$ cat config.mk
export PLATFORM = sky130hd
export DESIGN_NAME = qpu_exu_top
export DESIGN_NICKNAME = d
export VERILOG_FILES = /design/src/common/qpu_exu_pkg.sv /design/src/design/qpu_wait_timer.sv /design/src/design/qpu_classical_regfile.sv /design/src/meas/qpu_meas_oitf.sv /design/src/meas/qpu_meas_regfile.sv /design/src/design/qpu_exu_ctrl.sv /design/src/design/qpu_exu_top.sv
export SDC_FILE = /design/constraint.sdc
export NUM_CORES = 1
export LEC_CHECK = 0
export ABC_AREA = 1
export BUFFER_PORTS_ARGS = -buffer_cell sky130_fd_sc_hd__buf_4
export CORE_ASPECT_RATIO = 0.5
export CORE_UTILIZATION = 55
export CTS_CLUSTER_SIZE = 25
export DETAILED_ROUTE_END_ITERATION = 12
export HOLD_SLACK_MARGIN = 0.03
export PLACE_DENSITY = 0.73
export SYNTH_ARGS = -nofsm -noshare
export SYNTH_HDL_FRONTEND = slang
export SYNTH_SLANG_ARGS = --single-unit
$ cat constraint.sdc
create_clock -name clk -period 5.5 [get_ports clk]
set_clock_uncertainty 0.15 [all_clocks]
set_input_delay 0.275 -clock clk [delete_from_list [all_inputs] [get_ports clk]]
set_output_delay 0.275 -clock clk [all_outputs]
set_load 0.03 [all_outputs]
$ cat src/common/qpu_exu_pkg.sv
`default_nettype none

package qpu_exu_pkg;

  //////////////////////////////
  // widths and depths
  //////////////////////////////
  localparam int XLEN       = 32;
  localparam int RF_NUM     = 8;
  localparam int RFIDX_W    = 3;
  localparam int QUBIT_NUM  = 8;
  localparam int TIME_W     = 16;
  localparam int OITF_DEPTH = 4;

  // oitf pointer and occupancy widths
  localparam int OITF_PTR_W = $clog2(OITF_DEPTH);
  localparam int OITF_CNT_W = OITF_PTR_W + 1;

  //////////////////////////////
  // decoded operation
  //////////////////////////////
  typedef enum logic [2:0] {
    OP_NOP     = 3'd0,
    OP_ADDI    = 3'd1,
    OP_ADD     = 3'd2,
    OP_QWAIT   = 3'd3,
    OP_MEASURE = 3'd4,
    OP_FMR     = 3'd5
  } op_kind_e;

  // imm low bits carry the qubit list or the wait count
  typedef struct packed {
    op_kind_e            kind;
    logic [RFIDX_W-1:0]  rd;
    logic [RFIDX_W-1:0]  rs1;
    logic [RFIDX_W-1:0]  rs2;
    logic [XLEN-1:0]     imm;
  } exu_op_t;

  //////////////////////////////
  // write-back and measurement
  //////////////////////////////
  typedef struct packed {
    logic                valid;
    logic [RFIDX_W-1:0]  rdidx;
    logic [XLEN-1:0]     data;
  } wbck_t;

  typedef struct packed {
    logic                 valid;
    logic [QUBIT_NUM-1:0] qlist;
  } meas_req_t;

  // one result bit per qubit
  typedef struct packed {
    logic                 valid;
    logic [QUBIT_NUM-1:0] data;
  } mcu_result_t;

endpackage

`default_nettype wire

$ cat src/design/qpu_wait_timer.sv
`timescale 1ns/10ps
`default_nettype none

module qpu_wait_timer
  import qpu_exu_pkg::*;
(
  input  logic              clk,
  input  logic              i_rst,
  input  logic              i_start,
  input  logic [TIME_W-1:0] i_count,
  output logic              o_expire
);

  // remaining cycles, zero when idle
  logic [TIME_W-1:0] cnt;

  always_ff @(posedge clk)
  begin
    if (i_rst)
      cnt <= '0;
    else if (i_start)
      cnt <= (i_count == '0) ? TIME_W'(1) : i_count;
    else if (cnt != '0)
      cnt <= cnt - TIME_W'(1);
  end

  // last counted cycle
  assign o_expire = (cnt == TIME_W'(1));

endmodule

`default_nettype wire

$ cat src/design/qpu_classical_regfile.sv
`timescale 1ns/10ps
`default_nettype none

module qpu_classical_regfile
  import qpu_exu_pkg::*;
(
  input  logic               clk,
  input  logic               i_rst,
  input  logic [RFIDX_W-1:0] i_rs1_idx,
  input  logic [RFIDX_W-1:0] i_rs2_idx,
  input  wbck_t              i_wr,
  output logic [XLEN-1:0]    o_rs1_data,
  output logic [XLEN-1:0]    o_rs2_data
);

  logic [XLEN-1:0] regs [RF_NUM];

  // r0 is never written
  always_ff @(posedge clk)
  begin
    if (i_rst)
    begin
      for (int i = 0; i < RF_NUM; i++)
        regs[i] <= '0;
    end
    else if (i_wr.valid && (i_wr.rdidx != '0))
    begin
      regs[i_wr.rdidx] <= i_wr.data;
    end
  end

  // combinational reads, r0 hardwired to zero
  always_comb
  begin
    o_rs1_data = (i_rs1_idx == '0) ? '0 : regs[i_rs1_idx];
    o_rs2_data = (i_rs2_idx == '0) ? '0 : regs[i_rs2_idx];
  end

endmodule

`default_nettype wire

$ cat src/meas/qpu_meas_oitf.sv
`timescale 1ns/10ps
`default_nettype none

module qpu_meas_oitf
  import qpu_exu_pkg::*;
(
  input  logic                 clk,
  input  logic                 i_rst,
  input  logic                 i_push,
  input  logic [QUBIT_NUM-1:0] i_push_qlist,
  input  logic [QUBIT_NUM-1:0] i_qlist,
  input  mcu_result_t          i_mcu,
  output logic                 o_qlist_conflict,
  output logic                 o_full,
  output logic [QUBIT_NUM-1:0] o_head_qlist
);

  logic [QUBIT_NUM-1:0]  entries [OITF_DEPTH];
  logic [OITF_PTR_W-1:0] wptr;
  logic [OITF_PTR_W-1:0] rptr;
  logic [OITF_CNT_W-1:0] count;
  logic                  push;
  logic                  pop;
  logic [OITF_PTR_W-1:0] offset;
  logic [QUBIT_NUM-1:0]  busy_mask;

  assign o_full = (count == OITF_CNT_W'(OITF_DEPTH));
  assign push   = i_push && !o_full;
  // results with nothing outstanding are dropped
  assign pop    = i_mcu.valid && (count != '0);

  //////////////////////////////
  // queue storage and pointers
  //////////////////////////////
  always_ff @(posedge clk)
  begin
    if (push)
      entries[wptr] <= i_push_qlist;
  end

  always_ff @(posedge clk)
  begin
    if (i_rst)
    begin
      wptr  <= '0;
      rptr  <= '0;
      count <= '0;
    end
    else
    begin
      if (push)
        wptr <= wptr + OITF_PTR_W'(1);
      if (pop)
        rptr <= rptr + OITF_PTR_W'(1);
      case ({push, pop})
        2'b10:   count <= count + OITF_CNT_W'(1);
        2'b01:   count <= count - OITF_CNT_W'(1);
        default: count <= count;
      endcase
    end
  end

  //////////////////////////////
  // busy mask over live entries
  //////////////////////////////
  always_comb
  begin
    busy_mask = '0;
    offset    = '0;
    for (int i = 0; i < OITF_DEPTH; i++)
    begin
      // distance from the head decides whether slot i is live
      offset = OITF_PTR_W'(i) - rptr;
      if ({1'b0, offset} < count)
        busy_mask = busy_mask | entries[i];
    end
  end

  assign o_qlist_conflict = |(i_qlist & busy_mask);

  // zero mask when empty so stray results change nothing
  assign o_head_qlist = (count != '0) ? entries[rptr] : '0;

endmodule

`default_nettype wire

$ cat src/meas/qpu_meas_regfile.sv
`timescale 1ns/10ps
`default_nettype none

module qpu_meas_regfile
  import qpu_exu_pkg::*;
(
  input  logic                 clk,
  input  logic                 i_rst,
  input  mcu_result_t          i_mcu,
  input  logic [QUBIT_NUM-1:0] i_head_qlist,
  output logic [QUBIT_NUM-1:0] o_meas_data
);

  // one stored result bit per qubit
  logic [QUBIT_NUM-1:0] meas_bits;
  logic [QUBIT_NUM-1:0] meas_next;

  // merge new data only where the retired list points
  assign meas_next = (meas_bits & ~i_head_qlist) | (i_mcu.data & i_head_qlist);

  always_ff @(posedge clk)
  begin
    if (i_rst)
      meas_bits <= '0;
    else if (i_mcu.valid)
      meas_bits <= meas_next;
  end

  // masking by the fmr list happens in the controller
  assign o_meas_data = meas_bits;

endmodule

`default_nettype wire

$ cat src/design/qpu_exu_ctrl.sv
`timescale 1ns/10ps
`default_nettype none

module qpu_exu_ctrl
  import qpu_exu_pkg::*;
(
  input  logic                 clk,
  input  logic                 i_rst,
  input  logic                 i_op_valid,
  input  exu_op_t              i_op,
  input  logic [XLEN-1:0]      i_rs1_data,
  input  logic [XLEN-1:0]      i_rs2_data,
  input  logic [QUBIT_NUM-1:0] i_meas_data,
  input  logic                 i_qlist_conflict,
  input  logic                 i_oitf_full,
  input  logic                 i_expire,
  output logic                 o_ready,
  output logic [RFIDX_W-1:0]   o_rs1_idx,
  output logic [RFIDX_W-1:0]   o_rs2_idx,
  output wbck_t                o_rf_wr,
  output wbck_t                o_wb,
  output meas_req_t            o_meas_req,
  output logic                 o_push,
  output logic [QUBIT_NUM-1:0] o_qlist,
  output logic                 o_timer_start,
  output logic [TIME_W-1:0]    o_timer_count,
  output logic                 o_timepoint
);

  typedef enum logic {
    ST_ISSUE = 1'b0,
    ST_WAIT  = 1'b1
  } state_e;

  state_e          state;
  logic            accept;
  logic            is_wb_op;
  logic [XLEN-1:0] alu_data;

  //////////////////////////////
  // issue and stall
  //////////////////////////////
  assign o_qlist   = i_op.imm[QUBIT_NUM-1:0];
  assign o_rs1_idx = i_op.rs1;
  assign o_rs2_idx = i_op.rs2;

  // fmr waits on pending measurements, measure on a free slot
  assign o_ready = (state == ST_ISSUE) &&
                   !((i_op.kind == OP_FMR) && i_qlist_conflict) &&
                   !((i_op.kind == OP_MEASURE) && i_oitf_full);

  assign accept = i_op_valid && o_ready;

  assign o_push        = accept && (i_op.kind == OP_MEASURE);
  assign o_timer_start = accept && (i_op.kind == OP_QWAIT);
  assign o_timer_count = i_op.imm[TIME_W-1:0];

  always_ff @(posedge clk)
  begin
    if (i_rst)
      state <= ST_ISSUE;
    else if (state == ST_ISSUE && o_timer_start)
      state <= ST_WAIT;
    else if (state == ST_WAIT && i_expire)
      state <= ST_ISSUE;
  end

  //////////////////////////////
  // classical arithmetic
  //////////////////////////////
  always_comb
  begin
    is_wb_op = 1'b0;
    alu_data = '0;
    case (i_op.kind)
      OP_ADDI:
      begin
        is_wb_op = 1'b1;
        alu_data = i_rs1_data + i_op.imm;
      end
      OP_ADD:
      begin
        is_wb_op = 1'b1;
        alu_data = i_rs1_data + i_rs2_data;
      end
      OP_FMR:
      begin
        is_wb_op = 1'b1;
        // only the requested qubits, rest zero
        alu_data = XLEN'(i_meas_data & o_qlist);
      end
      default:
      begin
        is_wb_op = 1'b0;
      end
    endcase
  end

  // written at the accepting edge
  assign o_rf_wr.valid = accept && is_wb_op;
  assign o_rf_wr.rdidx = i_op.rd;
  assign o_rf_wr.data  = alu_data;

  //////////////////////////////
  // registered outputs
  //////////////////////////////
  always_ff @(posedge clk)
  begin
    if (i_rst)
    begin
      o_wb        <= '0;
      o_meas_req  <= '0;
      o_timepoint <= 1'b0;
    end
    else
    begin
      o_wb             <= o_rf_wr;
      o_meas_req.valid <= o_push;
      o_meas_req.qlist <= o_qlist;
      // first ready cycle after the wait
      o_timepoint      <= (state == ST_WAIT) && i_expire;
    end
  end

endmodule

`default_nettype wire

$ cat src/design/qpu_exu_top.sv
`timescale 1ns/10ps
`default_nettype none

module qpu_exu_top
  import qpu_exu_pkg::*;
(
  input  logic        clk,
  input  logic        i_rst,
  input  logic        i_op_valid,
  input  exu_op_t     i_op,
  input  mcu_result_t i_mcu,
  output logic        o_ready,
  output wbck_t       o_wb,
  output meas_req_t   o_meas_req,
  output logic        o_timepoint
);

  // register file ports
  logic [RFIDX_W-1:0]   rs1_idx;
  logic [RFIDX_W-1:0]   rs2_idx;
  logic [XLEN-1:0]      rs1_data;
  logic [XLEN-1:0]      rs2_data;
  wbck_t                rf_wr;

  // measurement side
  logic                 oitf_push;
  logic [QUBIT_NUM-1:0] cand_qlist;
  logic                 qlist_conflict;
  logic                 oitf_full;
  logic [QUBIT_NUM-1:0] head_qlist;
  logic [QUBIT_NUM-1:0] meas_data;

  // qwait timer
  logic                 timer_start;
  logic [TIME_W-1:0]    timer_count;
  logic                 timer_expire;

  qpu_exu_ctrl u_ctrl (
    .clk              (clk),
    .i_rst            (i_rst),
    .i_op_valid       (i_op_valid),
    .i_op             (i_op),
    .i_rs1_data       (rs1_data),
    .i_rs2_data       (rs2_data),
    .i_meas_data      (meas_data),
    .i_qlist_conflict (qlist_conflict),
    .i_oitf_full      (oitf_full),
    .i_expire         (timer_expire),
    .o_ready          (o_ready),
    .o_rs1_idx        (rs1_idx),
    .o_rs2_idx        (rs2_idx),
    .o_rf_wr          (rf_wr),
    .o_wb             (o_wb),
    .o_meas_req       (o_meas_req),
    .o_push           (oitf_push),
    .o_qlist          (cand_qlist),
    .o_timer_start    (timer_start),
    .o_timer_count    (timer_count),
    .o_timepoint      (o_timepoint)
  );

  qpu_wait_timer u_wait_timer (
    .clk      (clk),
    .i_rst    (i_rst),
    .i_start  (timer_start),
    .i_count  (timer_count),
    .o_expire (timer_expire)
  );

  qpu_classical_regfile u_crf (
    .clk        (clk),
    .i_rst      (i_rst),
    .i_rs1_idx  (rs1_idx),
    .i_rs2_idx  (rs2_idx),
    .i_wr       (rf_wr),
    .o_rs1_data (rs1_data),
    .o_rs2_data (rs2_data)
  );

  qpu_meas_oitf u_meas_oitf (
    .clk              (clk),
    .i_rst            (i_rst),
    .i_push           (oitf_push),
    .i_push_qlist     (cand_qlist),
    .i_qlist          (cand_qlist),
    .i_mcu            (i_mcu),
    .o_qlist_conflict (qlist_conflict),
    .o_full           (oitf_full),
    .o_head_qlist     (head_qlist)
  );

  qpu_meas_regfile u_meas_rf (
    .clk          (clk),
    .i_rst        (i_rst),
    .i_mcu        (i_mcu),
    .i_head_qlist (head_qlist),
    .o_meas_data  (meas_data)
  );

endmodule

`default_nettype wire

; ---- Word-level counts from Yosys, hierarchy flattened
; Memory sizes are Yosys's and may differ from the RTL's. A register that Yosys moved wholly into a read port is not among the register bits.
; Index checks and enable logic that the tools add are counted.
[totals]
register_bits = 78
ram_bits = 288
in_bits = 56
mem_count = 2
[memory_table]
columns = name, words, word_bits, rd, rd_clocked_by_memory_dff, write_ports, line
row1 = u_crf.regs, 8, 32, 2, 0, 8, qpu_classical_regfile.sv:16  ; logic [XLEN-1:0] regs [RF_NUM];
row2 = u_meas_oitf.entries, 4, 8, 5, 1, 1, qpu_meas_oitf.sv:18  ; logic [QUBIT_NUM-1:0] entries [OITF_DEPTH];
[op_classes]
reduce_logical = 28
n_bitwise = 10
muxes = 27
addsub = 11
eq_ne = 9
magnitude_cmp = 4
[ops]
columns = op, count
row1 = $mux W32, 3
row2 = $pmux W32 S3, 1
row3 = $add A32 B32 Y32, 2
row4 = $mux W16, 3
row5 = $mux W8, 5
row6 = $and A8 B8 Y8, 4
row7 = $or A8 B8 Y8, 4
row8 = $reduce_or A32 Y1, 1
row9 = $eq A16 B1 Y1 const B, 1
row10 = $logic_not A16 Y1, 1
row11 = $reduce_bool A16 Y1, 1
row12 = $sub A16 B1 Y16 const B, 1
row13 = $logic_and A1 B1 Y1, 13
row14 = $lt A2 B3 Y1, 4
row15 = $mux W1, 11
row16 = $eq A3 B3 Y1 const B, 3
row17 = $not A8 Y8, 1
row18 = $reduce_or A8 Y1, 1
row19 = $eq A3 B2 Y1 const B, 2
row20 = $logic_not A3 Y1, 2
row21 = $pmux W3 S2, 1
row22 = $reduce_bool A2 Y1, 3
row23 = $reduce_bool A3 Y1, 2
row24 = $add A2 B1 Y2 const B, 2
row25 = 12 further kinds, 17

; ---- Logic depth before layout (Yosys ltp)
; Gate-level depths: netlist (run 1).
[depth]
ltp_word = 23
mapped_depth = 22
mapped_depth_nobuf = 21

; ---- By module
; From an unflattened synthesis (run 1), not the netlist that was laid out.
[hier_totals]
cells_unflattened = 3168
area_unflattened_um2 = 23135.9
[modules_own_cells]
columns = mod, area_each_um2, cells_each, n_inst, seq_area_each_um2
row1 = qpu_classical_regfile, 14772.9, 1897, 1, 7687.4
row2 = qpu_exu_ctrl, 4672.0, 789, 1, 940.9
row3 = qpu_meas_oitf, 2142.1, 233, 1, 1141.1
row4 = qpu_wait_timer, 1188.6, 191, 1, 320.3
row5 = qpu_meas_regfile, 360.3, 58, 1, 160.2

; ---- Worst setup path before layout (run 1)
; OpenSTA, ideal clock, no wires.
[synth_timing]
path_kind = register -> register
start = reg u_meas_oitf.rptr[0]
end = mem u_crf.regs[1][0] (enable)
required_ps = 4884
setup_ps = 466
stages_incl_launch_ff = 18
slack_ps = 494
t_arrival_ps = 4390
cell_sequence = dfxtp_1 > xor2_1 > inv_1 > ha_1 > inv_1 > nor2_1 > nand2_2 > nand3_1 > nand2_1 > o21ai_1 > nand2_1 > nor2_1 > nand2_1 > nand2_1 > and3_1 > clkbuf_2 > nand2_2 > o21ai_0
[synth_rtl]
columns = element, line
row1 = "start, declared", qpu_meas_oitf.sv:20  ; logic [OITF_PTR_W-1:0] rptr;
row2 = "start signal, assigned", qpu_meas_oitf.sv:54  ; rptr <= rptr + OITF_PTR_W'(1);
row3 = "end, declared", qpu_classical_regfile.sv:16

==> key figures, run 1 <==
Outcome
  – Outcome: complete, no violations

Synth
  – Gate Count Post-Synth: 2323
  – Xor and xnor area share after synthesis: 0.662%
  – Asr flop ratio synth: 0%
  – Synth area leader: edfxtp_1
  – Compound-Gate Fraction of Synth Area: between 10% and 20%
  – Synth Area in Simple Gates: between 10% and 20%
  – Post-synthesis cell type count: 51
  – Top FF cell, synth: edfxtp_1
  – Seq cells post-synth: 368
  – Synthesized area per cell: 8.54 µm²
  – Register area share after synthesis: 51.6%
  – Post-synth top area share: 43.6%
  – Top cells by area, synth: edfxtp_1 44%, o21ai_0 8.3%, dfxtp_1 8.1%
  – Largest family of logic cells by synthesized area: compound AO/OA/AOI/OAI gates
  – Syn Std Cell Area: 19800 µm²
  – EDFF count, synth: 288
  – Syn. warnings: 0
  – Post-Synth Adder-Cell Area: 2.85%
  – Post-synthesis mux area share: 0%

Power
  – Sequential power share: 43.3%
  – P_int: 5.13 mW
  – Max IR drop VDD: 0.256 mV
  – Combinational Power Share: 22.4%
  – Power per cell area: about 330 nW/µm²
  – Clock power frac: 34.3%
  – Sw power: 2.37 mW
  – Sw Share: between 30% and 40%
  – LEAKAGE: 8.77 nW

Floorplan
  – Die Width: between 200 and 300 µm
  – Initial Util: 56.7%
  – Die Y-Extent: 136 µm
  – Number of core rows: 48
  – Ports: between 100 and 150
  – Full die area: 36900 µm²
  – Core Box Area: between 30000 and 40000 µm²

Critical path
  – CP required: 5600 ps
  – FF-to-FF path depth: 18
  – Worst Setup Path Type: flop to flop
  – Number of stages on the worst setup path: 18
  – Crit-path max FO: 33
  – CP bufs+invs: 4
  – Critical Path Sink: u_crf.regs[2][20]$_SDFFCE_PN0P_
  – Peak per-stage delay on the critical path: 780 ps
  – FF-to-FF End: u_crf.regs[2][20]$_SDFFCE_PN0P_
  – Critical Path AT: ~5000 ps
  – Register-to-register path setup slack: 590 ps
  – Critical R2R Launch: u_meas_oitf.rptr[0]$_SDFFE_PP0P_
  – Crit path max-delay family: simple AND/OR/NAND/NOR gates
  – CP Launch Point: u_meas_oitf.rptr[0]$_SDFFE_PP0P_
  – Most frequent cell on the critical path: nand2_1
  – CP cell instances: xor2_1, inv_1, ha_1, inv_1, nor2_1, nand2_2, nand3_1, nand2_1, o21ai_1, nand2_1, nor2_1, nand2_1, a21oi_4, and3_1, nand3_4, buf_4, nand2_2, buf_4
  – Critical-path top delay cell: nand2_2
  – Worst setup EP type: flop
  – Startpoint types: flop

CTS
  – CTS Buf Count: 35
  – Reg clk slew, reported paths: 70 ps
  – CTS tree: done
  – Clk sinks: roughly 370
  – Setup Buffers After CTS: 0
  – Clock Latency Late Sink: 540 ps
  – Maximum clock insertion buffer count: 3
  – Number of H-tree levels: 2
  – Root Driver: clkbuf_16

Timing
  – Final Hold Fails: 0
  – Final Max Tran Viols: 0
  – Final period util: 89.2%
  – Setup violators final: 0
  – Sum Neg Setup Slack: 0 ps
  – Slew margin rel.: about 32%
  – Least-Margin Pin Slew: 1020 ps
  – Final min period: 4910 ps
  – RSZ-0062 raised after global routing: no
  – Max Clk Rate: 204 MHz

Placement
  – Post-DP Area: 21100 µm²
  – Final weighted congestion in routability-driven placement: 0.998
  – DP Wirelength: 40200 µm
  – Port bufs: 102
  – Post-Place Cells: roughly 2800

Global routing
  – Grt ovf: 0
  – Vias in the first global route: around 16000
  – GRT Overall Usage: between 30% and 40%
  – Initial antenna violation count: 0
  – Largest net degree at the start of global routing: 148
  – First-pass GRT wire length: 95200 µm

Layout
  – Fillcell total: 2972
  – Layout cells sized above 1: 9.58%
  – Commonest non-fill, non-tap cell in the layout: nor2_1
  – Non-filler cells, final: a little under 3000
  – Register Area: 10200 µm²
  – Area of the multi-input gates: 8310 µm²
  – Most frequent cells in the layout: 408 x nor2_1, 328 x o21ai_0, 288 x edfxtp_1
  – ANT cells: 0
  – Layout area overhead: 13.7%
  – Final instance area: 22600 µm²
  – Fin nets: 2527

Run
  – Max-Cap Viols: 0

Route
  – DR pass1 iterations: 6
  – WL final: 62800 µm
  – Vias: 18100
  – Average vias per placed instance: between 6 and 7
  – Post-detailed-route wirelength per cell: about 21 µm
  – Residual DRC count: 0
  – Post-DRT Antenna Nets: 0
  – Initial DRC count: 2889

Hold path
  – Hold Path Class: primary input to flop
[cell type report]
class                      instances  share of cell area, %
inverter                         205                   3.41
clock buffer                      46                   4.63
timing repair buffer             174                   6.38
multi-input combinational       1643                   36.8
tap                              475                   2.63
sequential                       368                   45.4
clock inverter                    17                  0.666
[power groups by stage]
stage | combinational (mW) | clock, mW | sequential, mW
after floorplan | 1.09 | 0 | 3.32
after global placement | 1.59 | 0 | 3.30
after CTS | 1.64 | 2.58 | 3.24
after detailed placement | 1.61 | 0 | 3.30
final | 1.68 | 2.57 | 3.25
after global routing | 1.84 | 2.67 | 3.26
[what timing repair did]
action	CTS	global route
endpoints found under the hold margin	62	0
resized for setup	0	0
hold buffers	27	0
[worst reg2reg max path, stage by stage (launching register included)]
cell	delay [ps]
dfxtp_1	440
xor2_1	210
inv_1	90
ha_1	270
inv_1	30
nor2_1	100
nand2_2	180
nand3_1	120
nand2_1	60
o21ai_1	140
nand2_1	80
nor2_1	120
nand2_1	130
a21oi_4	270
and3_1	680
nand3_4	110
buf_4	330
nand2_2	800
buf_4	300
[logic make-up after synthesis]
logic type	count (synthesis)
other	1
DFF	368
and+or+nand+nor	861
buffers and inverters	343
adders and majority gates	44
xor gates and xnor gates	15
AOI/OAI and AO/OA	691
[how the worst min path moves through the flow]
stage                                                     end  slack [ps]     from  depth (start not counted)
after floorplan           u_meas_oitf.entries[0][0]$_DFFE_PP_         220  i_op[0]                          0
after global placement                                   flop         300     flop                          2
after detailed placement                                 flop         310     flop                          2
after CTS                    u_wait_timer.cnt[9]$_SDFFE_PP0P_          40  i_op[9]                          5
after global routing                u_ctrl.o_wb[3]$_SDFF_PP0_          80    i_rst                          2
final                        u_wait_timer.cnt[9]$_SDFFE_PP0P_          50  i_op[9]                          5
[registers in the layout, summed over array words and instances (netlist names), named ones only]
signal and flops:
u_crf.regs 256, u_wait_timer.cnt 16, u_meas_oitf.rptr 2, u_ctrl.o_meas_req 9
u_ctrl.state 1, u_meas_oitf.entries 32, u_meas_oitf.wptr 2, u_ctrl.o_wb 36
u_ctrl.o_timepoint 1, u_meas_oitf.count 3
[routing by layer]
| metal | share of wire [%] | global-route usage (%) | vias to the layer above | wire, µm |
|---|---|---|---|---|
| met5 | 0 | 0 | - | 0 |
| met4 | 2.5 | 9.89 | 0 | 1540 |
| met3 | 12 | 6.94 | 138 | 7660 |
| met2 | 43 | 51.3 | 1238 | 26900 |
| met1 | 43 | 49.0 | 8453 | 26800 |
| li1 | - | - | 8266 | - |
[cells in the mapped netlist, drive strengths merged (10+ instances only)]
library cell / count
a21boi: 16
a21oi: 191
a31oi: 37
buf: 37
clkbuf: 101
dfxtp: 80
edfxtp: 288
ha: 42
inv: 202
nand2: 260
nand3: 106
nand4: 19
nor2: 408
nor3: 53
o2111ai: 10
o211ai: 32
o21ai: 349
o22ai: 10
[stage by stage]
stage / worst slack [ps] / total power [mW] / hold slack (ps) / util, %
detailed placement: 681 / 4.91 / 307 / 60.3
finish: 592 / 7.50 / 45.9 / 64.4
global placement: 708 / 4.89 / 301 / 60.3
floorplan: 494 / 4.41 / 224 / -
global route: 389 / 7.77 / 78.0 / 64.4
CTS: 674 / 7.45 / 37.3 / 64.4
(Power assumes the default switching activity.)
==> run 2, diff against run 1 <==
Settings changed: CORE_UTILIZATION 55 to 50, PLACE_DENSITY 0.73 to 0.67.
==> run 2 against run 1 <==
- register-to-register slack gained 530 ps
- flip-flop and latch count unchanged
- first-iteration DRC count down 4.7%
- cell area is 0.79% higher
- critical path depth is the same
- maximum frequency up 12%
- total power is 1.3% higher
- count of clock-buffer cells in the layout rose by 5
- sequential share of layout area fell by 0.36 points
- largest cell class unchanged
==> key figures, run 2 (synthesis gave the netlist of run 1 again) <==
Route
  – DR pass1 iterations: 7 (was 6)
  – Residual DRC count: 0 (unchanged)
  – WL final: 63500 µm (was 62800 µm)
  – Average vias per placed instance: 5.97 (was 6.18)
  – Initial DRC count: 2754 (was 2889)
  – Post-DRT Antenna Nets: 0 (unchanged)
  – Post-detailed-route wirelength per cell: 21.2 µm (was 21.5 µm)
  – Vias: 17900 (was 18100)

Power
  – Power per cell area: 334 nW/µm² (was 332 nW/µm²)
  – Total power: 7.59 mW (was 7.50 mW)
  – LEAKAGE: 8.83 nW (was 8.77 nW)
  – Max IR drop VDD: 0.175 mV (was 0.256 mV)

Layout
  – Layout area overhead: 14.6% (was 13.7%)
  – Fin nets: 2532 (was 2527)
  – Biggest regs: u_crf.regs x256, u_ctrl.o_wb x36, u_meas_oitf.entries x32 (unchanged)
  – ANT cells: 0 (unchanged)
  – Commonest non-fill, non-tap cell in the layout: nor2_1 (unchanged)
  – Max reg flops: 256 (unchanged)
  – Layout cells sized above 1: 9.59% (was 9.58%)
  – Top reg by flops: u_crf.regs (unchanged)
  – Most frequent cells in the layout: 408 x nor2_1, 328 x o21ai_0, 288 x edfxtp_1 (unchanged)
  – Final instance area: 22700 µm² (was 22600 µm²)

Critical path
  – Startpoint types: flop (unchanged)
  – Most frequent cell on the critical path: nand2_1 (unchanged)
  – Crit-path max FO: 33 (unchanged)
  – Peak per-stage delay on the critical path: 630 ps (was 780 ps)
  – CP required: 5590 ps (was 5600 ps)
  – Worst Setup Path Type: flop to flop (unchanged)
  – CP cell instances: xor2_1, inv_1, ha_1, inv_1, nor2_1, nand2_2, nand3_1, nand2_1, o21ai_1, nand2_1, nor2_1, nand2_1, a21oi_4, and3_1, nand3_4, buf_4, nand2_2, buf_12 (was xor2_1, inv_1, ha_1, inv_1, nor2_1, nand2_2, nand3_1, nand2_1, o21ai_1, nand2_1, nor2_1, nand2_1, a21oi_4, and3_1, nand3_4, buf_4, nand2_2, buf_4)
  – Worst setup EP type: flop (unchanged)
  – Critical-path top delay cell: and3_1 (was nand2_2)
  – Critical Path AT: 4460 ps (was 5010 ps)

Timing
  – Setup violators final: 0 (unchanged)
  – Final Max Tran Viols: 0 (unchanged)
  – Least-Margin Pin Slew: 989 ps (was 1020 ps)
  – Final Hold Fails: 0 (unchanged)
  – Final period util: 79.6% (was 89.2%)
  – Hold WS: 52.5 ps (was 45.9 ps)
  – RSZ-0062 raised after global routing: no (unchanged)
  – Worst setup margin: 1120 ps (was 592 ps)
  – Max Clk Rate: 228 MHz (was 204 MHz)
  – Sum Neg Setup Slack: 0 ps (unchanged)
  – Final min period: 4380 ps (was 4910 ps)
  – Slew margin rel.: 33.9% (was 32.3%)

CTS
  – CTS Buf Count: 37 (was 35)
  – Maximum clock insertion buffer count: 3 (unchanged)
  – Clk sinks: 368 (unchanged)
  – Number of H-tree levels: 2 (unchanged)
  – CTS tree: done (unchanged)
  – Hold buffer count at CTS: 27 (unchanged)
  – Setup Buffers After CTS: 0 (unchanged)
  – Reg clk slew, reported paths: 60 ps (was 70 ps)
  – Root Driver: clkbuf_16 (unchanged)
  – Post_cts resized: 0 (unchanged)
  – Clock Latency Late Sink: 550 ps (was 540 ps)

Run
  – Max-Cap Viols: 0 (unchanged)

Placement
  – Post-place setup slack: 782 ps (was 681 ps)
  – Port bufs: 102 (unchanged)
  – Final weighted congestion in routability-driven placement: 1.01 (was 0.998)
  – Post-DP Area: 21200 µm² (was 21100 µm²)
  – DP Wirelength: 39500 µm (was 40200 µm)

Global routing
  – First-pass GRT wire length: 96200 µm (was 95200 µm)
  – Grt ovf: 0 (unchanged)
  – Largest net degree at the start of global routing: 133 (was 148)
  – Initial antenna violation count: 0 (unchanged)
  – Vias in the first global route: 16400 (about the same)
  – GRT Overall Usage: 31.1% (was 33.8%)

Floorplan
  – Die Y-Extent: 143 µm (was 136 µm)
  – Die Width: 284 µm (was 271 µm)
  – Initial Util: 50.9% (was 56.7%)
  – Ports: 103 (unchanged)
  – Number of core rows: 51 (was 48)
  – Full die area: 40500 µm² (was 36900 µm²)
  – Core Box Area: 39000 µm² (was 35000 µm²)

Hold path
  – Hold Path Class: primary input to flop (unchanged)

Outcome
  – Outcome: complete, no violations (unchanged)
==> run 2: changes by cell type in the layout (fill, tap and decap cells not counted), sizes merged <==
cell | before | now
clkinv | 10 | 13
bufinv | 2 | 4
clkbuf | 46 | 51
inv | 205 | 204
clkinvlp | 5 | 1
buf | 147 | 150
==> run 2: power breakdown <==
part / internal (mW) / switching, mW
combinational: 0.530 / 1.13
sequential: 3.15 / 0.0923
clock: 1.56 / 1.12
total: 5.25 / 2.34
==> run 2: routing by layer <==
layer	up-vias	global-route usage (%)	part of all wire [%]	wire [µm]
met5	-	0	0	0
met4	0	8.79	2.7	1740
met3	163	5.94	12	7330
met2	1075	48.8	44	27700
met1	8345	43.9	42	26700
li1	8279	-	-	-
==> run 2: path summary, 6_finish.rpt <==
kind	start	to	slack [ps]	cells past startpoint
setup / recovery	u_meas_oitf.rptr[0]$_SDFFE_PP0P_	u_crf.regs[6][17]$_SDFFCE_PN0P_	1120	18
hold reg to reg	flop	flop	320	2
setup reg to reg	u_meas_oitf.rptr[0]$_SDFFE_PP0P_	u_crf.regs[6][17]$_SDFFCE_PN0P_	1120	18
hold / removal	i_op[9]	u_wait_timer.cnt[9]$_SDFFE_PP0P_	50	5
==> run 2: cell type report <==
type                    count  area (µm²)
clock inverters            17         196
well taps                 530         663
fillers                  3457       16200
multi-input cells        1643        8310
repair buffers            177        1480
clock buffers              51        1070
flip-flops and latches    368       10200
inverters                 205         769
==> run 2: critical path, delay by kind of cell, from the launching register on <==
kind / cells / cell delay, ps
adders and majority gates: 1 / 270
DFF: 1 / 440
xor gates and xnor gates: 1 / 210
AOI/OAI and AO/OA: 2 / 380
buffers and inverters: 4 / 720
and+or+nand+nor: 10 / 1840
==> run 2: stage by stage <==
step | std cells | utilization [%]
3_5_place_dp | 2896 | 54.4
3_3_place_gp | 2896 | 54.4
2_1_floorplan | 2354 | -
4_1_cts | 2991 | 58.3
6_report | 2991 | 58.3
5_1_grt | 2991 | 58.3
